[config.mk]
export PLATFORM = sky130hd
export DESIGN_NAME = glb_wb_cfg_bridge
export DESIGN_NICKNAME = d
export VERILOG_FILES = /design/src/hdl/glb_cfg_pkg.sv /design/src/hdl/glb_wb_cfg_bridge.sv
export SDC_FILE = /design/constraint.sdc
export NUM_CORES = 1
export LEC_CHECK = 0
export CAP_MARGIN = 20
export CORE_MARGIN = 2
export CORE_UTILIZATION = 33
export DETAILED_ROUTE_END_ITERATION = 6
export DONT_BUFFER_PORTS = 1
export GPL_TIMING_DRIVEN = 0
export PLACE_DENSITY = 0.53
export SLEW_MARGIN = 10
export SYNTH_ARGS = -nofsm -noshare
export SYNTH_HDL_FRONTEND = slang
export SYNTH_SLANG_ARGS = --single-unit
[constraint.sdc]
create_clock -name clk -period 5.89 [get_ports clk]
set_input_delay 0.589 -clock clk [delete_from_list [all_inputs] [get_ports clk]]
set_output_delay 0.589 -clock clk [all_outputs]
set_load 0.005 [all_outputs]
[src/hdl/glb_cfg_pkg.sv]
// Configuration bus widths and address views; the byte offset bits are carried but never decoded.
package glb_cfg_pkg;

    localparam int CFG_ADDR_WIDTH = 16; // wishbone and configuration address width.
    localparam int CFG_DATA_WIDTH = 32;
    localparam int TILE_SEL_WIDTH = 4;

    // one address word seen as a register access or a bank access.
    typedef union packed {
        struct packed {
            logic [1:0]                rsvd;
            logic                      is_bank;  // zero in this view.
            logic [TILE_SEL_WIDTH-1:0] tile;
            logic [1:0]                unused;
            logic [4:0]                reg_idx;
            logic [1:0]                byte_off;
        } regs;
        struct packed {
            logic [1:0]                rsvd;
            logic                      is_bank;  // one in this view.
            logic [TILE_SEL_WIDTH-1:0] tile;
            logic [6:0]                word;     // matches the 128-word bank.
            logic [1:0]                byte_off;
        } bank;
    } cfg_addr_t;

endpackage
[src/hdl/glb_wb_cfg_bridge.sv]
// Wishbone classic slave with one transaction in flight; no byte selects, bursts or pipelining.
module glb_wb_cfg_bridge
    import glb_cfg_pkg::*;
#(
    parameter int RD_TIMEOUT = 32
) (
    input  logic                      clk,
    input  logic                      reset,
    input  logic                      cyc,
    input  logic                      stb,
    input  logic                      we,
    input  logic [CFG_ADDR_WIDTH-1:0] adr,
    input  logic [CFG_DATA_WIDTH-1:0] dat_w,
    output logic [CFG_DATA_WIDTH-1:0] dat_r,
    output logic                      ack,
    output logic                      cfg_wr_en,
    output cfg_addr_t                 cfg_wr_addr,
    output logic [CFG_DATA_WIDTH-1:0] cfg_wr_data,
    output logic                      cfg_rd_en,
    output cfg_addr_t                 cfg_rd_addr,
    input  logic [CFG_DATA_WIDTH-1:0] cfg_rd_data,
    input  logic                      cfg_rd_data_valid
);

    typedef enum logic [1:0] {IDLE, ISSUE, WAIT_RD, ACK} state_t;

    state_t                          state;
    logic [$clog2(RD_TIMEOUT+1)-1:0] wait_cnt;

    always_ff @(posedge clk or posedge reset) begin
        if (reset) begin
            state     <= IDLE;
            ack       <= 1'b0;
            cfg_wr_en <= 1'b0;
            cfg_rd_en <= 1'b0;
            wait_cnt  <= '0;
        end else begin
            cfg_wr_en <= 1'b0; // enables and ack are single-cycle pulses.
            cfg_rd_en <= 1'b0;
            ack       <= 1'b0;
            case (state)
                IDLE: begin
                    if (cyc && stb) begin
                        state <= ISSUE;
                    end
                end
                ISSUE: begin
                    wait_cnt <= '0;
                    if (we) begin
                        cfg_wr_en <= 1'b1; // writes are posted, so ack goes with the pulse.
                        ack       <= 1'b1;
                        state     <= ACK;
                    end else begin
                        cfg_rd_en <= 1'b1;
                        state     <= WAIT_RD;
                    end
                end
                WAIT_RD: begin
                    wait_cnt <= wait_cnt + 1'b1;
                    if (cfg_rd_data_valid || wait_cnt == RD_TIMEOUT - 1) begin
                        ack   <= 1'b1;
                        state <= ACK;
                    end
                end
                default: begin
                    state <= IDLE; // master drops stb after seeing ack.
                end
            endcase
        end
    end

    always_ff @(posedge clk) begin
        if (state == IDLE && cyc && stb) begin
            cfg_wr_addr <= adr;
            cfg_rd_addr <= adr;
            cfg_wr_data <= dat_w;
        end
        if (state == WAIT_RD) begin
            dat_r <= cfg_rd_data_valid ? cfg_rd_data : '0; // zero is returned on timeout.
        end
    end

    assert property (@(posedge clk) disable iff (reset) ack |-> cyc && stb)
        else $error("ack raised outside a wishbone cycle");

endmodule

==> impl_metrics.csv <==
group,metric,value,unit
run_status,status,"completed",
yosys,unique_cell_type_count_in_the_yosys_netlist,26,
sta,tightestPinTransition,0.484,ns
job,timing.max_cap.violations,0,
clocking,cts-buffers-inserted,9,
place,gp_routability_congestion,0.667,
yosys,synth.area.top_cells,"sky130_fd_sc_hd__edfxtp_1 (72%), sky130_fd_sc_hd__dfrtp_1 (8.3%), sky130_fd_sc_hd__and2_1 (6.0%)",
layout,commonest_non_fill_non_tap_cell_in_the_layout,"sky130_fd_sc_hd__edfxtp_1",
drt,drc_errors,0,
setup_path,crit_arrival,1.86,ns
global_routing,first_pass_grt_wire_length,9430,um
yosys,synth.yosys.seq_area_share,0.808,
floorplanning,design.portCount,185,
layout,n_fill_cell,885,
sta,slew-limit-headroom,0.677,
sta,setup_viol,0,
pwr,power.density_cell_area,449,nW/um^2
setup_path,worst-path-max-fanout,28,
setup_path,kind_of_critical_path,"flop to flop",
setup_path,flop_to_flop_setup_slack,4.08,ns
sta,final_max_slew_viol_count,0,
setup_path,crit_path_top_delay_cell,"sky130_fd_sc_hd__and3_2",
yosys,mappedNetlistNets,280,
global_routing,grt_start_max_net_pins,34,
setup_path,worst_setup_path_start_kind,"flop",
clocking,clockRootBuffer,"sky130_fd_sc_hd__clkbuf_8",
pwr,pwr-share-clk,0.314,
min_path,min_path_type,"input pin to asynchronous set/reset pin",
setup_path,crit_chain,"inv_1 -> ha_1 -> and3_2 -> buf_12",
sta,clock.fmax,553,MHz
yosys,count_of_mapped_cells_out_of_synthesis,189,
sta,hold_ws,0.117,ns
yosys,synth.top_cell.area_share,0.725,
setup_path,crit_required,5.94,ns
setup_path,top_cell_family_by_delay_on_the_critical_path,"simple AND/OR/NAND/NOR gates",
floorplanning,rows,36,
global_routing,first_global_vias,1604,
floorplanning,die_h,104,um
yosys,postSynthRegisterBits,91,
clocking,cts_max_level,3,
clocking,cts.sinks,91,
sta,post-route-min-period,1.81,ns
layout,layout.cells.most_common_list,"sky130_fd_sc_hd__edfxtp_1 (80), sky130_fd_sc_hd__and2_1 (32), sky130_fd_sc_hd__buf_4 (16)",
drt,final_antenna_net_count,0,
sta,timing_hold_violations_final,0,
pwr,power.share.switching,0.252,
sta,fin_tns_setup,0,ns
pwr,power_frac_seq,0.554,
yosys,synth.cell_area,3320,sq um
drt,dr_total_vias,1505,
drt,viasPerCell,4.41,
pwr,internal_power,1.28,mW
setup_path,crit_path_buf_inv_count,2,
drt,drt_pass1_iterations,3,
layout,multi_input_area,473,sq um
sta,timing.final.crit_share,0.307,
clocking,max-clock-path-buffers,2,
pwr,static-leakage-power,1.34,nW
place,port-buffer-count,0,
layout,area.sequential,2680,sq um
clocking,cts.hold.buffers_added,0,
place,detailed_placement_hpwl,4840,um
clocking,post_cts_setup_repair_bufs,0,
setup_path,timing.reg2reg.worst_path_depth,4,
yosys,postSynthAreaPerCell,17.5,sq um
layout,finish.utilization,0.388,
yosys,synth_warnings,0,
clocking,later_pin_clock_latency_in_the_skew_report,0.35,ns
clocking,cts.clk_slew.worst_paths,0.09,ns
clocking,tritoncts,"yes",
layout,post_route_cells_drive_above_1_share,0.184,
setup_path,worst_path_largest_cell_delay,0.51,ns
floorplanning,start_util,0.339,
global_routing,overflow,0,
floorplanning,die_w,104,um
clocking,cts_repair_resize_count,0,
global_routing,antenna_found_initial,1,
pwr,combinational_group_share_of_total_power,0.132,
layout,design.final.nets,293,
layout,syn2layout_area_growth,14.4,%
global_routing,track_usage,0.119,
drt,drt_iter0_drc,52,
setup_path,endpoint_type_of_the_worst_setup_path,"flop",
yosys,yosys_top_cell_by_area,"sky130_fd_sc_hd__edfxtp_1",
floorplanning,core,9770,sq um
drt,drt-wirelength-per-cell,18.5,um
floorplanning,die_area,10900,sq um
pwr,vdd.ir_drop.worst,0.151,mV
pwr,reported_net_switching_power,430,uW
drt,totalWireLength,6300,um
sta,unrepaired_setup_endpoints_after_global_routing,"false",
setup_path,worstSetupPathDepth,4,
sta,skew,0.00995,ns
==> layout make-up <==
| type | instances | share of cell area |
|---|---|---|
| timing repair buffer | 2 | 0.0106 |
| clock buffer | 9 | 0.0327 |
| inverter | 9 | 0.00891 |
| multi-input combinational | 69 | 0.125 |
| antenna | 1 | 0.000660 |
| clock inverter | 7 | 0.0370 |
| tap | 133 | 0.0439 |
| buffer | 20 | 0.0356 |
| sequential | 91 | 0.706 |
==> cells by family after synthesis <==
family	count (synthesis)	share of synthesized area
flip-flops	91	0.808
AND/OR/NAND/NOR	49	0.0898
buffers and inverters	29	0.0509
AO/OA/AOI/OAI	12	0.0234
adder cells (fa/ha/maj)	5	0.0189
multiplexers	2	0.00679
XOR/XNOR	1	0.00264
==> registers in the layout, indices dropped and copies added (netlist names) <==
signal	cells
cfg_wr_data	32
cfg_rd_addr	16
dat_r	32
cfg_rd_en	1
state	2
ack	1
wait_cnt	6
cfg_wr_en	1
==> per-layer routing <==
metal,vias up,GRT usage,routed length (um)
met5,-,0,0
met4,0,0.0463,78
met3,8,0.0746,825
met2,119,0.195,3150
met1,696,0.122,2240
li1,682,-,-
==> through the flow <==
step / power (mW) / setup WS (ns) / instances / cell area (sq um)
after floorplan: 1.10 / 3.62 / 189 / 3320
after global placement: 1.18 / 3.11 / 322 / 3480
after detailed placement: 1.19 / 4.07 / 324 / 3530
after CTS: 1.74 / 4.06 / 340 / 3790
after global routing: 1.81 / 3.97 / 340 / 3790
final: 1.70 / 4.08 / 341 / 3790
==> final timing paths <==
kind                              from               to
max                           state[1]  cfg_wr_data[14]
min                              reset      wait_cnt[1]
max reg2reg                   state[1]  cfg_wr_data[14]
min reg2reg                wait_cnt[2]      wait_cnt[2]
max in group asynchronous        reset         state[1]
min in group clk                    we        cfg_rd_en
==> power by group through the flow <==
| stage | clock, mW | combinational [mW] | sequential (mW) |
|---|---|---|---|
| after global routing | 0.582 | 0.263 | 0.960 |
| after CTS | 0.552 | 0.232 | 0.951 |
| after detailed placement | 0 | 0.231 | 0.960 |
| after global placement | 0 | 0.207 | 0.971 |
| after floorplan | 0 | 0.163 | 0.934 |
| final | 0.535 | 0.225 | 0.944 |
==> worst register-to-register path, delay by kind of cell, from the launching register on <==
family	cells	cell delay, ns
simple gates	1	0.51
flops	1	0.42
buf+inv	2	0.36
fa+ha+maj	1	0.20
==> synth_stat cells <==
cell,instances
sky130_fd_sc_hd__a21boi_1,1
sky130_fd_sc_hd__a21o_1,1
sky130_fd_sc_hd__a21oi_1,3
sky130_fd_sc_hd__a32oi_2,1
sky130_fd_sc_hd__and2_1,32
sky130_fd_sc_hd__and3_1,1
sky130_fd_sc_hd__buf_4,16
sky130_fd_sc_hd__clkbuf_1,4
sky130_fd_sc_hd__dfrtp_1,11
sky130_fd_sc_hd__edfxtp_1,80
sky130_fd_sc_hd__ha_1,5
sky130_fd_sc_hd__inv_1,9
sky130_fd_sc_hd__mux2_1,2
sky130_fd_sc_hd__nand2_1,4
sky130_fd_sc_hd__nand3_1,3
sky130_fd_sc_hd__nand3_2,1
sky130_fd_sc_hd__nand4_1,1
sky130_fd_sc_hd__nor2_1,2
sky130_fd_sc_hd__nor2b_1,2
sky130_fd_sc_hd__nor3b_1,1
sky130_fd_sc_hd__o21ai_0,4
sky130_fd_sc_hd__o21ai_1,1
sky130_fd_sc_hd__o22ai_1,1
sky130_fd_sc_hd__or3_1,1
sky130_fd_sc_hd__or3_4,1
sky130_fd_sc_hd__xor2_1,1
(Power assumes the default switching activity.)
