<file path="config.mk">
export PLATFORM = sky130hd
export DESIGN_NAME = glb_tile
export DESIGN_NICKNAME = d
export VERILOG_FILES = /design/src/hdl/glb_dma_pkg.sv /design/src/hdl/glb_cfg_pkg.sv /design/src/hdl/glb_tile.sv /design/src/hdl/glb_tile_bank.sv /design/src/hdl/glb_tile_store_dma.sv /design/src/hdl/glb_tile_cfg.sv
export SDC_FILE = /design/constraint.sdc
export NUM_CORES = 2
export LEC_CHECK = 0
export BUFFER_PORTS_ARGS = -buffer_cell sky130_fd_sc_hd__buf_2
export CELL_PAD_IN_SITES_DETAIL_PLACEMENT = 0
export CELL_PAD_IN_SITES_GLOBAL_PLACEMENT = 2
export CORE_MARGIN = 1
export CORE_UTILIZATION = 35
export CTS_CLUSTER_DIAMETER = 150
export CTS_CLUSTER_SIZE = 14
export DETAILED_ROUTE_END_ITERATION = 10
export PLACE_DENSITY_LB_ADDON = 0.1
export SKIP_CTS_REPAIR_TIMING = 1
export SYNTH_ARGS = -nofsm -noshare
export SYNTH_HDL_FRONTEND = slang
export SYNTH_SLANG_ARGS = --single-unit
</file>
<file path="constraint.sdc">
create_clock -name clk -period 10.9 [get_ports clk]
set_clock_uncertainty 0.05 [all_clocks]
set_input_delay 2.18 -clock clk [delete_from_list [all_inputs] [get_ports clk]]
set_output_delay 2.18 -clock clk [all_outputs]
set_load 0.01 [all_outputs]
</file>
<file path="src/hdl/glb_dma_pkg.sv">
// Store DMA header layout and bank sizing; the bank address wraps at BANK_DEPTH words.
package glb_dma_pkg;

    localparam int QUEUE_DEPTH         = 4;
    localparam int GLB_ADDR_WIDTH      = 7; // bank word address.
    localparam int MAX_NUM_WORDS_WIDTH = 8;
    localparam int BANK_DEPTH          = 2 ** GLB_ADDR_WIDTH;

    typedef struct packed {
        logic                           valid;
        logic [GLB_ADDR_WIDTH-1:0]      start_addr;
        logic [MAX_NUM_WORDS_WIDTH-1:0] num_words;
    } dma_st_header_t;

endpackage

</file>
<file path="src/hdl/glb_cfg_pkg.sv">
// Configuration bus widths and address views; the byte offset bits are carried but never decoded.
package glb_cfg_pkg;

    localparam int CFG_ADDR_WIDTH = 16; // wishbone and configuration address width.
    localparam int CFG_DATA_WIDTH = 32;
    localparam int TILE_SEL_WIDTH = 4;

    // one address word seen as a register access or a bank access.
    typedef union packed {
        struct packed {
            logic [1:0]                rsvd;
            logic                      is_bank;  // zero in this view.
            logic [TILE_SEL_WIDTH-1:0] tile;
            logic [1:0]                unused;
            logic [4:0]                reg_idx;
            logic [1:0]                byte_off;
        } regs;
        struct packed {
            logic [1:0]                rsvd;
            logic                      is_bank;  // one in this view.
            logic [TILE_SEL_WIDTH-1:0] tile;
            logic [6:0]                word;     // matches the 128-word bank.
            logic [1:0]                byte_off;
        } bank;
    } cfg_addr_t;

endpackage
</file>
<file path="src/hdl/glb_tile.sv">
// One buffer tile; the start and end flags are kept for fabric-side logic outside this design.
module glb_tile
    import glb_cfg_pkg::*;
    import glb_dma_pkg::*;
#(
    parameter int TILE_ID = 0
) (
    input  logic                      clk,
    input  logic                      reset,
    input  logic                      est_wr_en,
    input  cfg_addr_t                 est_wr_addr,
    input  logic [CFG_DATA_WIDTH-1:0] est_wr_data,
    input  logic                      est_rd_en,
    input  cfg_addr_t                 est_rd_addr,
    output logic [CFG_DATA_WIDTH-1:0] est_rd_data,
    output logic                      est_rd_data_valid,
    output logic                      wst_wr_en,
    output cfg_addr_t                 wst_wr_addr,
    output logic [CFG_DATA_WIDTH-1:0] wst_wr_data,
    output logic                      wst_rd_en,
    output cfg_addr_t                 wst_rd_addr,
    input  logic [CFG_DATA_WIDTH-1:0] wst_rd_data,
    input  logic                      wst_rd_data_valid,
    input  logic                      strm_valid,
    input  logic [CFG_DATA_WIDTH-1:0] strm_data,
    input  logic [TILE_SEL_WIDTH-1:0] strm_tile,
    output logic                      strm_ready
);

    logic                      store_dma_on;
    logic                      store_dma_auto_on;
    dma_st_header_t            store_dma_header [QUEUE_DEPTH];
    logic [QUEUE_DEPTH-1:0]    store_dma_invalidate_pulse;
    logic [GLB_ADDR_WIDTH-1:0] bank_rd_addr;
    logic [CFG_DATA_WIDTH-1:0] bank_rd_data;
    logic                      bank_wr_en;
    logic [GLB_ADDR_WIDTH-1:0] bank_wr_addr;
    logic [CFG_DATA_WIDTH-1:0] bank_wr_data;

    glb_tile_cfg #(.TILE_ID(TILE_ID)) glb_tile_cfg_inst (
        .clk, .reset,
        .est_wr_en, .est_wr_addr, .est_wr_data, .est_rd_en, .est_rd_addr,
        .est_rd_data, .est_rd_data_valid,
        .wst_wr_en, .wst_wr_addr, .wst_wr_data, .wst_rd_en, .wst_rd_addr,
        .wst_rd_data, .wst_rd_data_valid,
        .tile_is_start(), .tile_is_end(),
        .store_dma_on, .store_dma_auto_on, .store_dma_header, .store_dma_invalidate_pulse,
        .bank_rd_addr, .bank_rd_data
    );

    glb_tile_store_dma #(.TILE_ID(TILE_ID)) glb_tile_store_dma_inst (
        .clk, .reset,
        .store_dma_on, .store_dma_auto_on, .store_dma_header, .store_dma_invalidate_pulse,
        .strm_valid, .strm_data, .strm_tile, .strm_ready,
        .bank_wr_en, .bank_wr_addr, .bank_wr_data
    );

    glb_tile_bank glb_tile_bank_inst (
        .clk,
        .wr_en(bank_wr_en), .wr_addr(bank_wr_addr), .wr_data(bank_wr_data),
        .rd_addr(bank_rd_addr), .rd_data(bank_rd_data)
    );

endmodule

</file>
<file path="src/hdl/glb_tile_bank.sv">
// Tile word memory with a clocked write and a combinational read; contents are undefined until written.
module glb_tile_bank
    import glb_cfg_pkg::*;
    import glb_dma_pkg::*;
(
    input  logic                      clk,
    input  logic                      wr_en,
    input  logic [GLB_ADDR_WIDTH-1:0] wr_addr,
    input  logic [CFG_DATA_WIDTH-1:0] wr_data,
    input  logic [GLB_ADDR_WIDTH-1:0] rd_addr,
    output logic [CFG_DATA_WIDTH-1:0] rd_data
);

    logic [CFG_DATA_WIDTH-1:0] mem [BANK_DEPTH];

    always_ff @(posedge clk) begin
        if (wr_en) begin
            mem[wr_addr] <= wr_data;
        end
    end

    assign rd_data = mem[rd_addr]; // read answer is registered in the router.

endmodule

</file>
<file path="src/hdl/glb_tile_store_dma.sv">
// Store DMA for one tile; serves header slots in queue order and holds ready low while idle.
module glb_tile_store_dma
    import glb_cfg_pkg::*;
    import glb_dma_pkg::*;
#(
    parameter int TILE_ID = 0
) (
    input  logic                      clk,
    input  logic                      reset,
    input  logic                      store_dma_on,
    input  logic                      store_dma_auto_on,
    input  dma_st_header_t            store_dma_header [QUEUE_DEPTH],
    output logic [QUEUE_DEPTH-1:0]    store_dma_invalidate_pulse,
    input  logic                      strm_valid,
    input  logic [CFG_DATA_WIDTH-1:0] strm_data,
    input  logic [TILE_SEL_WIDTH-1:0] strm_tile,
    output logic                      strm_ready,
    output logic                      bank_wr_en,
    output logic [GLB_ADDR_WIDTH-1:0] bank_wr_addr,
    output logic [CFG_DATA_WIDTH-1:0] bank_wr_data
);

    logic [$clog2(QUEUE_DEPTH)-1:0] slot;
    logic                           busy;
    logic [GLB_ADDR_WIDTH-1:0]      wr_addr;
    logic [MAX_NUM_WORDS_WIDTH-1:0] words_left;
    dma_st_header_t                 cur_hdr;

    assign cur_hdr      = store_dma_header[slot];
    assign strm_ready   = busy && strm_tile == TILE_SEL_WIDTH'(TILE_ID);
    assign bank_wr_en   = strm_valid && strm_ready;
    assign bank_wr_addr = wr_addr;
    assign bank_wr_data = strm_data;

    always_ff @(posedge clk or posedge reset) begin
        if (reset) begin
            slot                       <= '0;
            busy                       <= 1'b0;
            wr_addr                    <= '0;
            words_left                 <= '0;
            store_dma_invalidate_pulse <= '0;
        end else begin
            store_dma_invalidate_pulse <= '0;
            if (!busy) begin
                if (store_dma_on && cur_hdr.valid) begin
                    if (cur_hdr.num_words == '0) begin
                        store_dma_invalidate_pulse[slot] <= 1'b1; // empty header is dropped.
                        slot <= slot + 1'b1;
                    end else begin
                        busy       <= 1'b1;
                        wr_addr    <= cur_hdr.start_addr;
                        words_left <= cur_hdr.num_words;
                    end
                end
            end else if (bank_wr_en) begin
                wr_addr    <= wr_addr + 1'b1; // wraps at the end of the bank.
                words_left <= words_left - 1'b1;
                if (words_left == MAX_NUM_WORDS_WIDTH'(1)) begin
                    busy <= 1'b0;
                    store_dma_invalidate_pulse[slot] <= !store_dma_auto_on;
                    slot <= slot + 1'b1;
                end
            end
        end
    end

    assert property (@(posedge clk) disable iff (reset) bank_wr_en |-> cur_hdr.valid)
        else $error("tile %0d stored a stream word without a valid header", TILE_ID);

endmodule

</file>
<file path="src/hdl/glb_tile_cfg.sv">
// Tile registers and router; requests for other tiles move west one stage per cycle, answers east.
module glb_tile_cfg
    import glb_cfg_pkg::*;
    import glb_dma_pkg::*;
#(
    parameter int TILE_ID = 0
) (
    input  logic                      clk,
    input  logic                      reset,
    input  logic                      est_wr_en,
    input  cfg_addr_t                 est_wr_addr,
    input  logic [CFG_DATA_WIDTH-1:0] est_wr_data,
    input  logic                      est_rd_en,
    input  cfg_addr_t                 est_rd_addr,
    output logic [CFG_DATA_WIDTH-1:0] est_rd_data,
    output logic                      est_rd_data_valid,
    output logic                      wst_wr_en,
    output cfg_addr_t                 wst_wr_addr,
    output logic [CFG_DATA_WIDTH-1:0] wst_wr_data,
    output logic                      wst_rd_en,
    output cfg_addr_t                 wst_rd_addr,
    input  logic [CFG_DATA_WIDTH-1:0] wst_rd_data,
    input  logic                      wst_rd_data_valid,
    output logic                      tile_is_start,
    output logic                      tile_is_end,
    output logic                      store_dma_on,
    output logic                      store_dma_auto_on,
    output dma_st_header_t            store_dma_header [QUEUE_DEPTH],
    input  logic [QUEUE_DEPTH-1:0]    store_dma_invalidate_pulse,
    output logic [GLB_ADDR_WIDTH-1:0] bank_rd_addr,
    input  logic [CFG_DATA_WIDTH-1:0] bank_rd_data
);

    logic                      wr_match;
    logic                      rd_match;
    logic [CFG_DATA_WIDTH-1:0] rd_data_int;

    assign wr_match     = est_wr_en && est_wr_addr.regs.tile == TILE_SEL_WIDTH'(TILE_ID);
    assign rd_match     = est_rd_en && est_rd_addr.regs.tile == TILE_SEL_WIDTH'(TILE_ID);
    assign bank_rd_addr = est_rd_addr.bank.word;

    always_ff @(posedge clk or posedge reset) begin
        if (reset) begin
            tile_is_start     <= 1'b0;
            tile_is_end       <= 1'b0;
            store_dma_on      <= 1'b0;
            store_dma_auto_on <= 1'b0;
            for (int i = 0; i < QUEUE_DEPTH; i++) begin
                store_dma_header[i] <= '0;
            end
        end else begin
            for (int i = 0; i < QUEUE_DEPTH; i++) begin
                if (store_dma_invalidate_pulse[i]) begin
                    store_dma_header[i].valid <= 1'b0;
                end
            end
            // a register write below overrides an invalidate in the same cycle.
            if (wr_match && !est_wr_addr.regs.is_bank) begin
                case (est_wr_addr.regs.reg_idx)
                    5'd0: {tile_is_end, tile_is_start} <= est_wr_data[1:0];
                    5'd1: {store_dma_auto_on, store_dma_on} <= est_wr_data[1:0];
                    default: ;
                endcase
                for (int i = 0; i < QUEUE_DEPTH; i++) begin
                    if (est_wr_addr.regs.reg_idx == 5'(2 + 2 * i)) begin
                        store_dma_header[i].num_words <= est_wr_data[MAX_NUM_WORDS_WIDTH-1:0];
                    end
                    if (est_wr_addr.regs.reg_idx == 5'(3 + 2 * i)) begin
                        {store_dma_header[i].start_addr, store_dma_header[i].valid} <=
                            est_wr_data[GLB_ADDR_WIDTH:0];
                    end
                end
            end
        end
    end

    always_comb begin
        rd_data_int = '0;
        if (est_rd_addr.regs.is_bank) begin
            rd_data_int = bank_rd_data;
        end else begin
            case (est_rd_addr.regs.reg_idx)
                5'd0: rd_data_int[1:0] = {tile_is_end, tile_is_start};
                5'd1: rd_data_int[1:0] = {store_dma_auto_on, store_dma_on};
                default: ;
            endcase
            for (int i = 0; i < QUEUE_DEPTH; i++) begin
                if (est_rd_addr.regs.reg_idx == 5'(2 + 2 * i)) begin
                    rd_data_int[MAX_NUM_WORDS_WIDTH-1:0] = store_dma_header[i].num_words;
                end
                if (est_rd_addr.regs.reg_idx == 5'(3 + 2 * i)) begin
                    rd_data_int[GLB_ADDR_WIDTH:0] =
                        {store_dma_header[i].start_addr, store_dma_header[i].valid};
                end
            end
        end
    end

    always_ff @(posedge clk or posedge reset) begin
        if (reset) begin
            wst_wr_en         <= 1'b0;
            wst_rd_en         <= 1'b0;
            est_rd_data_valid <= 1'b0;
        end else begin
            wst_wr_en         <= est_wr_en && !wr_match;
            wst_rd_en         <= est_rd_en && !rd_match;
            est_rd_data_valid <= rd_match || wst_rd_data_valid; // only one read is in flight.
        end
    end

    always_ff @(posedge clk) begin
        wst_wr_addr <= est_wr_addr;
        wst_wr_data <= est_wr_data;
        wst_rd_addr <= est_rd_addr;
        est_rd_data <= rd_match ? rd_data_int : wst_rd_data;
    end

    assert property (@(posedge clk) disable iff (reset) !(rd_match && wst_rd_data_valid))
        else $error("tile %0d got a local read while a west answer was returning", TILE_ID);

endmodule

</file>
==> results.md <==
* Status: finished with violations
* Final Cycle Share at 53.81%
* Power Density at about 180 nW/um^2
* First-pass GRT wire length at a little over 700 mm
* Total clock sinks at approximately 4300
* Post-route cell area at about 180000 um^2
* Clk pwr share at between 30 and 40%
* Startpoint types: input port
* Worst slew margin at less than 1%
* Hold depth at 2
* FP Rows at 250
* Area of the multi-input gates at 35260 um^2
* Crit-path cells: buf_12, buf_4, buf_4, mux4_2, mux4_2, a32o_1, a21oi_1, o211ai_1
* DRC viols at 0
* Failing checks: capacitance limit
* Tot Pwr at roughly 32 mW
* Clock transition at the registers of the reported paths at 0.07 ns
* Top Layer Used: met5
* Dpl cells at 13350
* Fmax achieved at roughly 0.17 GHz
* CP max stage delay at around 0.9 ns
* Die area at 469500 um^2
* Grt total ovfl at 0
* Sw power at 7.477 mW
* Place WS at 4.068 ns
* Critical hold path startpoint: glb_tile_cfg_inst.tile_is_start
* Worst path top cell family by delay: buffers and inverters
* Reg-to-reg endpoint: glb_tile_bank_inst.mem[98][18]
* Vias per cell at 5.630
* Total Nets Final at about 7700
* Max IR drop VDD at about 0.00013 V
* Initial Utilization at roughly a third
* Setup violators final at 0
* Setup TNS Final at 0 ns
* CP Capture Type: register
* Yosys reg bits at ~4300
* Routability Congestion at roughly 0.81
* Mapped Area at about 160000 um^2
* Initial antenna violation count at 70
* Die Y at between 600 and 700 um
* Root Buffer Master: clkbuf_16
* WL met1 at 232.9 mm
* Worst Path Required at 11.62 ns
* Clock buffer depth at 4
* Core Area at approximately 460000 um^2
* Flop pwr share at a little under three fifths
* Hold endpoint: glb_tile_cfg_inst.tile_is_start
* Chip width at 685.2 um
* Crit Reg-Reg Startpoint: glb_tile_store_dma_inst.busy
* LEAKAGE at ~56 nW
* Hold Fails Final Rpt at 0
* CTS H-tree lvls at 5
* Worst Tran Pin Value at 1.489 ns
* Layout cells sized above 1 at between 30% and 40%
* Vias in the first global route at ~80000
* Hold slack at ~0.46 ns
* Synth unique cells at 67
* Arrival @ worst endpoint at about 6.6 ns
* Final Slew Violations at 0
* Dpl hpwl at 314.8 mm
* # IOs at about 240
* Total CTS buffers at 344
* Vias at a little under 80000
* Setup repair after global routing missed its margin: no
* Post-Route WL at roughly 530 mm
* Pre-antenna DRT Iters at 6
* Worst-path fanout max at 74
* Non-Filler Instances at approximately 14000
* Routed wl met2 at 253.6 mm
* TritonCTS clock tree: built
* Net Count, Synth at just over 7000
* Final core utilization at 39.61%
* Antenna Nets Post-Route at 0
* Buffers on Ports at approximately 240
* Fill count at 41110
* Switching fraction of total power at between 20% and 30%
* WP buf/inv at 3
* Tmin final at approximately 6 ns
* Sequential fraction of the synthesis area at 77.89%
* Worst reg2reg path depth at 8
* Reg area at 127200 um^2
* Placed Area at 174100 um^2
* Gr usage total at 22.52%
* P_int at approximately 25 mW
* Synth warn at 0
* CP Class: input port to register
* Largest net degree at the start of global routing at around 120
* Syn_area_per_cell at 23.28 um^2
* WL met3 at between 30 and 40 mm
* HP Class: register to register
* FFs w/ async S/R, synth at under 10%
* Max_cap viols at 1
* 1st-iter DRT viols at ~9600
* Crit-path slowest cell: a21oi_1
* Post-Syn Instances at roughly 7000
* Synthesis-to-layout area growth at 12.54%
* Clock Latency Late Sink at just under 1 ns
* Post-synth EDFFs at ~4000
* Reg2reg setup slack at around 6.3 ns
* WL per Instance at a little under 40 um
* Post-synth top flop: edfxtp_1
* Comb pwr share at 6.8%
* Post-route setup slack at a little over 5 ns
-- cell usage after synthesis (all sizes together), types with 10 or more instances --
cell	count	area share (%)
mux2	70	0.48
a21oi	81	0.25
nand3	39	0.12
nor2b	22	0.084
o221ai	18	0.096
dfrtp	93	1.4
o21ai	41	0.13
nand3b	13	0.060
mux4	1188	16
mux2i	121	0.74
inv	15	0.034
a22oi	105	0.48
o22ai	37	0.14
buf	218	0.78
nor3	17	0.055
edfxtp	4096	75
o211ai	12	0.055
a211oi	25	0.11
nand2b	12	0.046
nor2	192	0.44
and2	13	0.050
nand4	21	0.080
and3	14	0.054
a32o	18	0.11
nand2	152	0.35
or4	10	0.046
nor4	13	0.050
clkbuf	160	0.37
dfxtp	96	1.2
-- worst register-to-register path, delay by kind of cell, from the launching register on --
| kind | cells | cell delay [ns] |
|---|---|---|
| flip-flops | 1 | 0.35 |
| AND/OR/NAND/NOR | 5 | 2.93 |
| buffers and inverters | 3 | 0.85 |
-- logic make-up after synthesis --
kind of cell,Yosys count,synth area share (%)
flip-flops,4285,77.89
multiplexers,1379,17.60
adder cells (fa/ha/maj),7,0.05361
AND/OR/NAND/NOR,553,1.594
XOR/XNOR,1,0.005362
buffers and inverters,394,1.179
AO/OA/AOI/OAI,398,1.680
-- layout by cell type, fill, tap and decap left out, types with 7 or more instances in the layout --
| cell | n |
|---|---|
| nor2_1 | 62 |
| edfxtp_1 | 4096 |
| o22ai_1 | 37 |
| diode_2 | 30 |
| a211oi_1 | 24 |
| mux4_2 | 1188 |
| dfxtp_1 | 96 |
| buf_12 | 24 |
| and3_1 | 13 |
| a21oi_1 | 80 |
| or2_2 | 8 |
| a31oi_1 | 9 |
| and2_1 | 11 |
| dfrtp_1 | 92 |
| nor2_4 | 130 |
| or4_1 | 10 |
| a32o_1 | 18 |
| clkbuf_16 | 353 |
| o221ai_1 | 18 |
| nand3b_1 | 13 |
| nand4_1 | 21 |
| nor2b_1 | 18 |
| buf_4 | 308 |
| mux2i_1 | 121 |
| a22oi_1 | 105 |
| inv_1 | 11 |
| nand3_1 | 36 |
| ha_1 | 7 |
| o31ai_1 | 7 |
| or3_1 | 7 |
| nor3_1 | 16 |
| nand2_1 | 150 |
| nor4_1 | 12 |
| buf_2 | 200 |
| o21ai_0 | 41 |
| o211ai_1 | 12 |
| clkbuf_1 | 147 |
| mux2_2 | 70 |
| nand2b_1 | 11 |
-- power by group through the flow --
stage	registers (mW)	logic, mW	clock network, mW
after floorplan	18.5	1.02	0
after global placement	18.6	2.19	0
after detailed placement	18.6	2.21	0
after CTS	18.2	2.21	12.1
after global routing	18.2	2.27	12.7
final	18.2	2.18	11.8
-- how the worst max path moves through the flow --
stage | from | end | slack (ns) | depth (start not counted)
floorplan | strm_tile[1] | glb_tile_bank_inst.mem[101][0] | 5.28 | 7
global placement | est_rd_addr[3] | glb_tile_cfg_inst.est_rd_data[27] | 3.42 | 8
detailed placement | est_rd_addr[3] | glb_tile_cfg_inst.est_rd_data[17] | 4.07 | 8
CTS | est_rd_addr[3] | glb_tile_cfg_inst.est_rd_data[17] | 5.13 | 8
global route | est_rd_addr[2] | glb_tile_cfg_inst.est_rd_data[22] | 5.05 | 8
finish | est_rd_addr[3] | glb_tile_cfg_inst.est_rd_data[17] | 5.03 | 8
-- layer usage --
layer,vias to the layer above,global-route usage (%)
met5,-,0
met2,2646,36.22
met4,10,4.717
met1,44140,32.29
li1,30940,-
met3,489,3.931
-- final cells by class --
type / instances / share of cell area (%)
flip-flops and latches: 4285 / 69.21
multi-input cells: 2338 / 19.18
clock buffers: 500 / 5.104
well taps: 6174 / 4.201
repair buffers: 534 / 2.078
clock inverters: 18 / 0.1524
diodes: 30 / 0.04083
inverters: 16 / 0.03811
-- flip-flops by register name, indices dropped and copies added (netlist names), 2 cells and up --
| signal | count |
|---|---|
| glb_tile_cfg_inst.est_rd_data | 32 |
| glb_tile_store_dma_inst.store_dma_invalidate_pulse | 4 |
| glb_tile_store_dma_inst.slot | 2 |
| glb_tile_cfg_inst.store_dma_header | 64 |
| glb_tile_cfg_inst.wst_wr_addr | 16 |
| glb_tile_cfg_inst.wst_wr_data | 32 |
| glb_tile_store_dma_inst.bank_wr_addr | 7 |
| glb_tile_cfg_inst.wst_rd_addr | 16 |
| glb_tile_bank_inst.mem | 4096 |
| glb_tile_store_dma_inst.words_left | 8 |
Note: power is estimated with default switching activity, not from simulation.
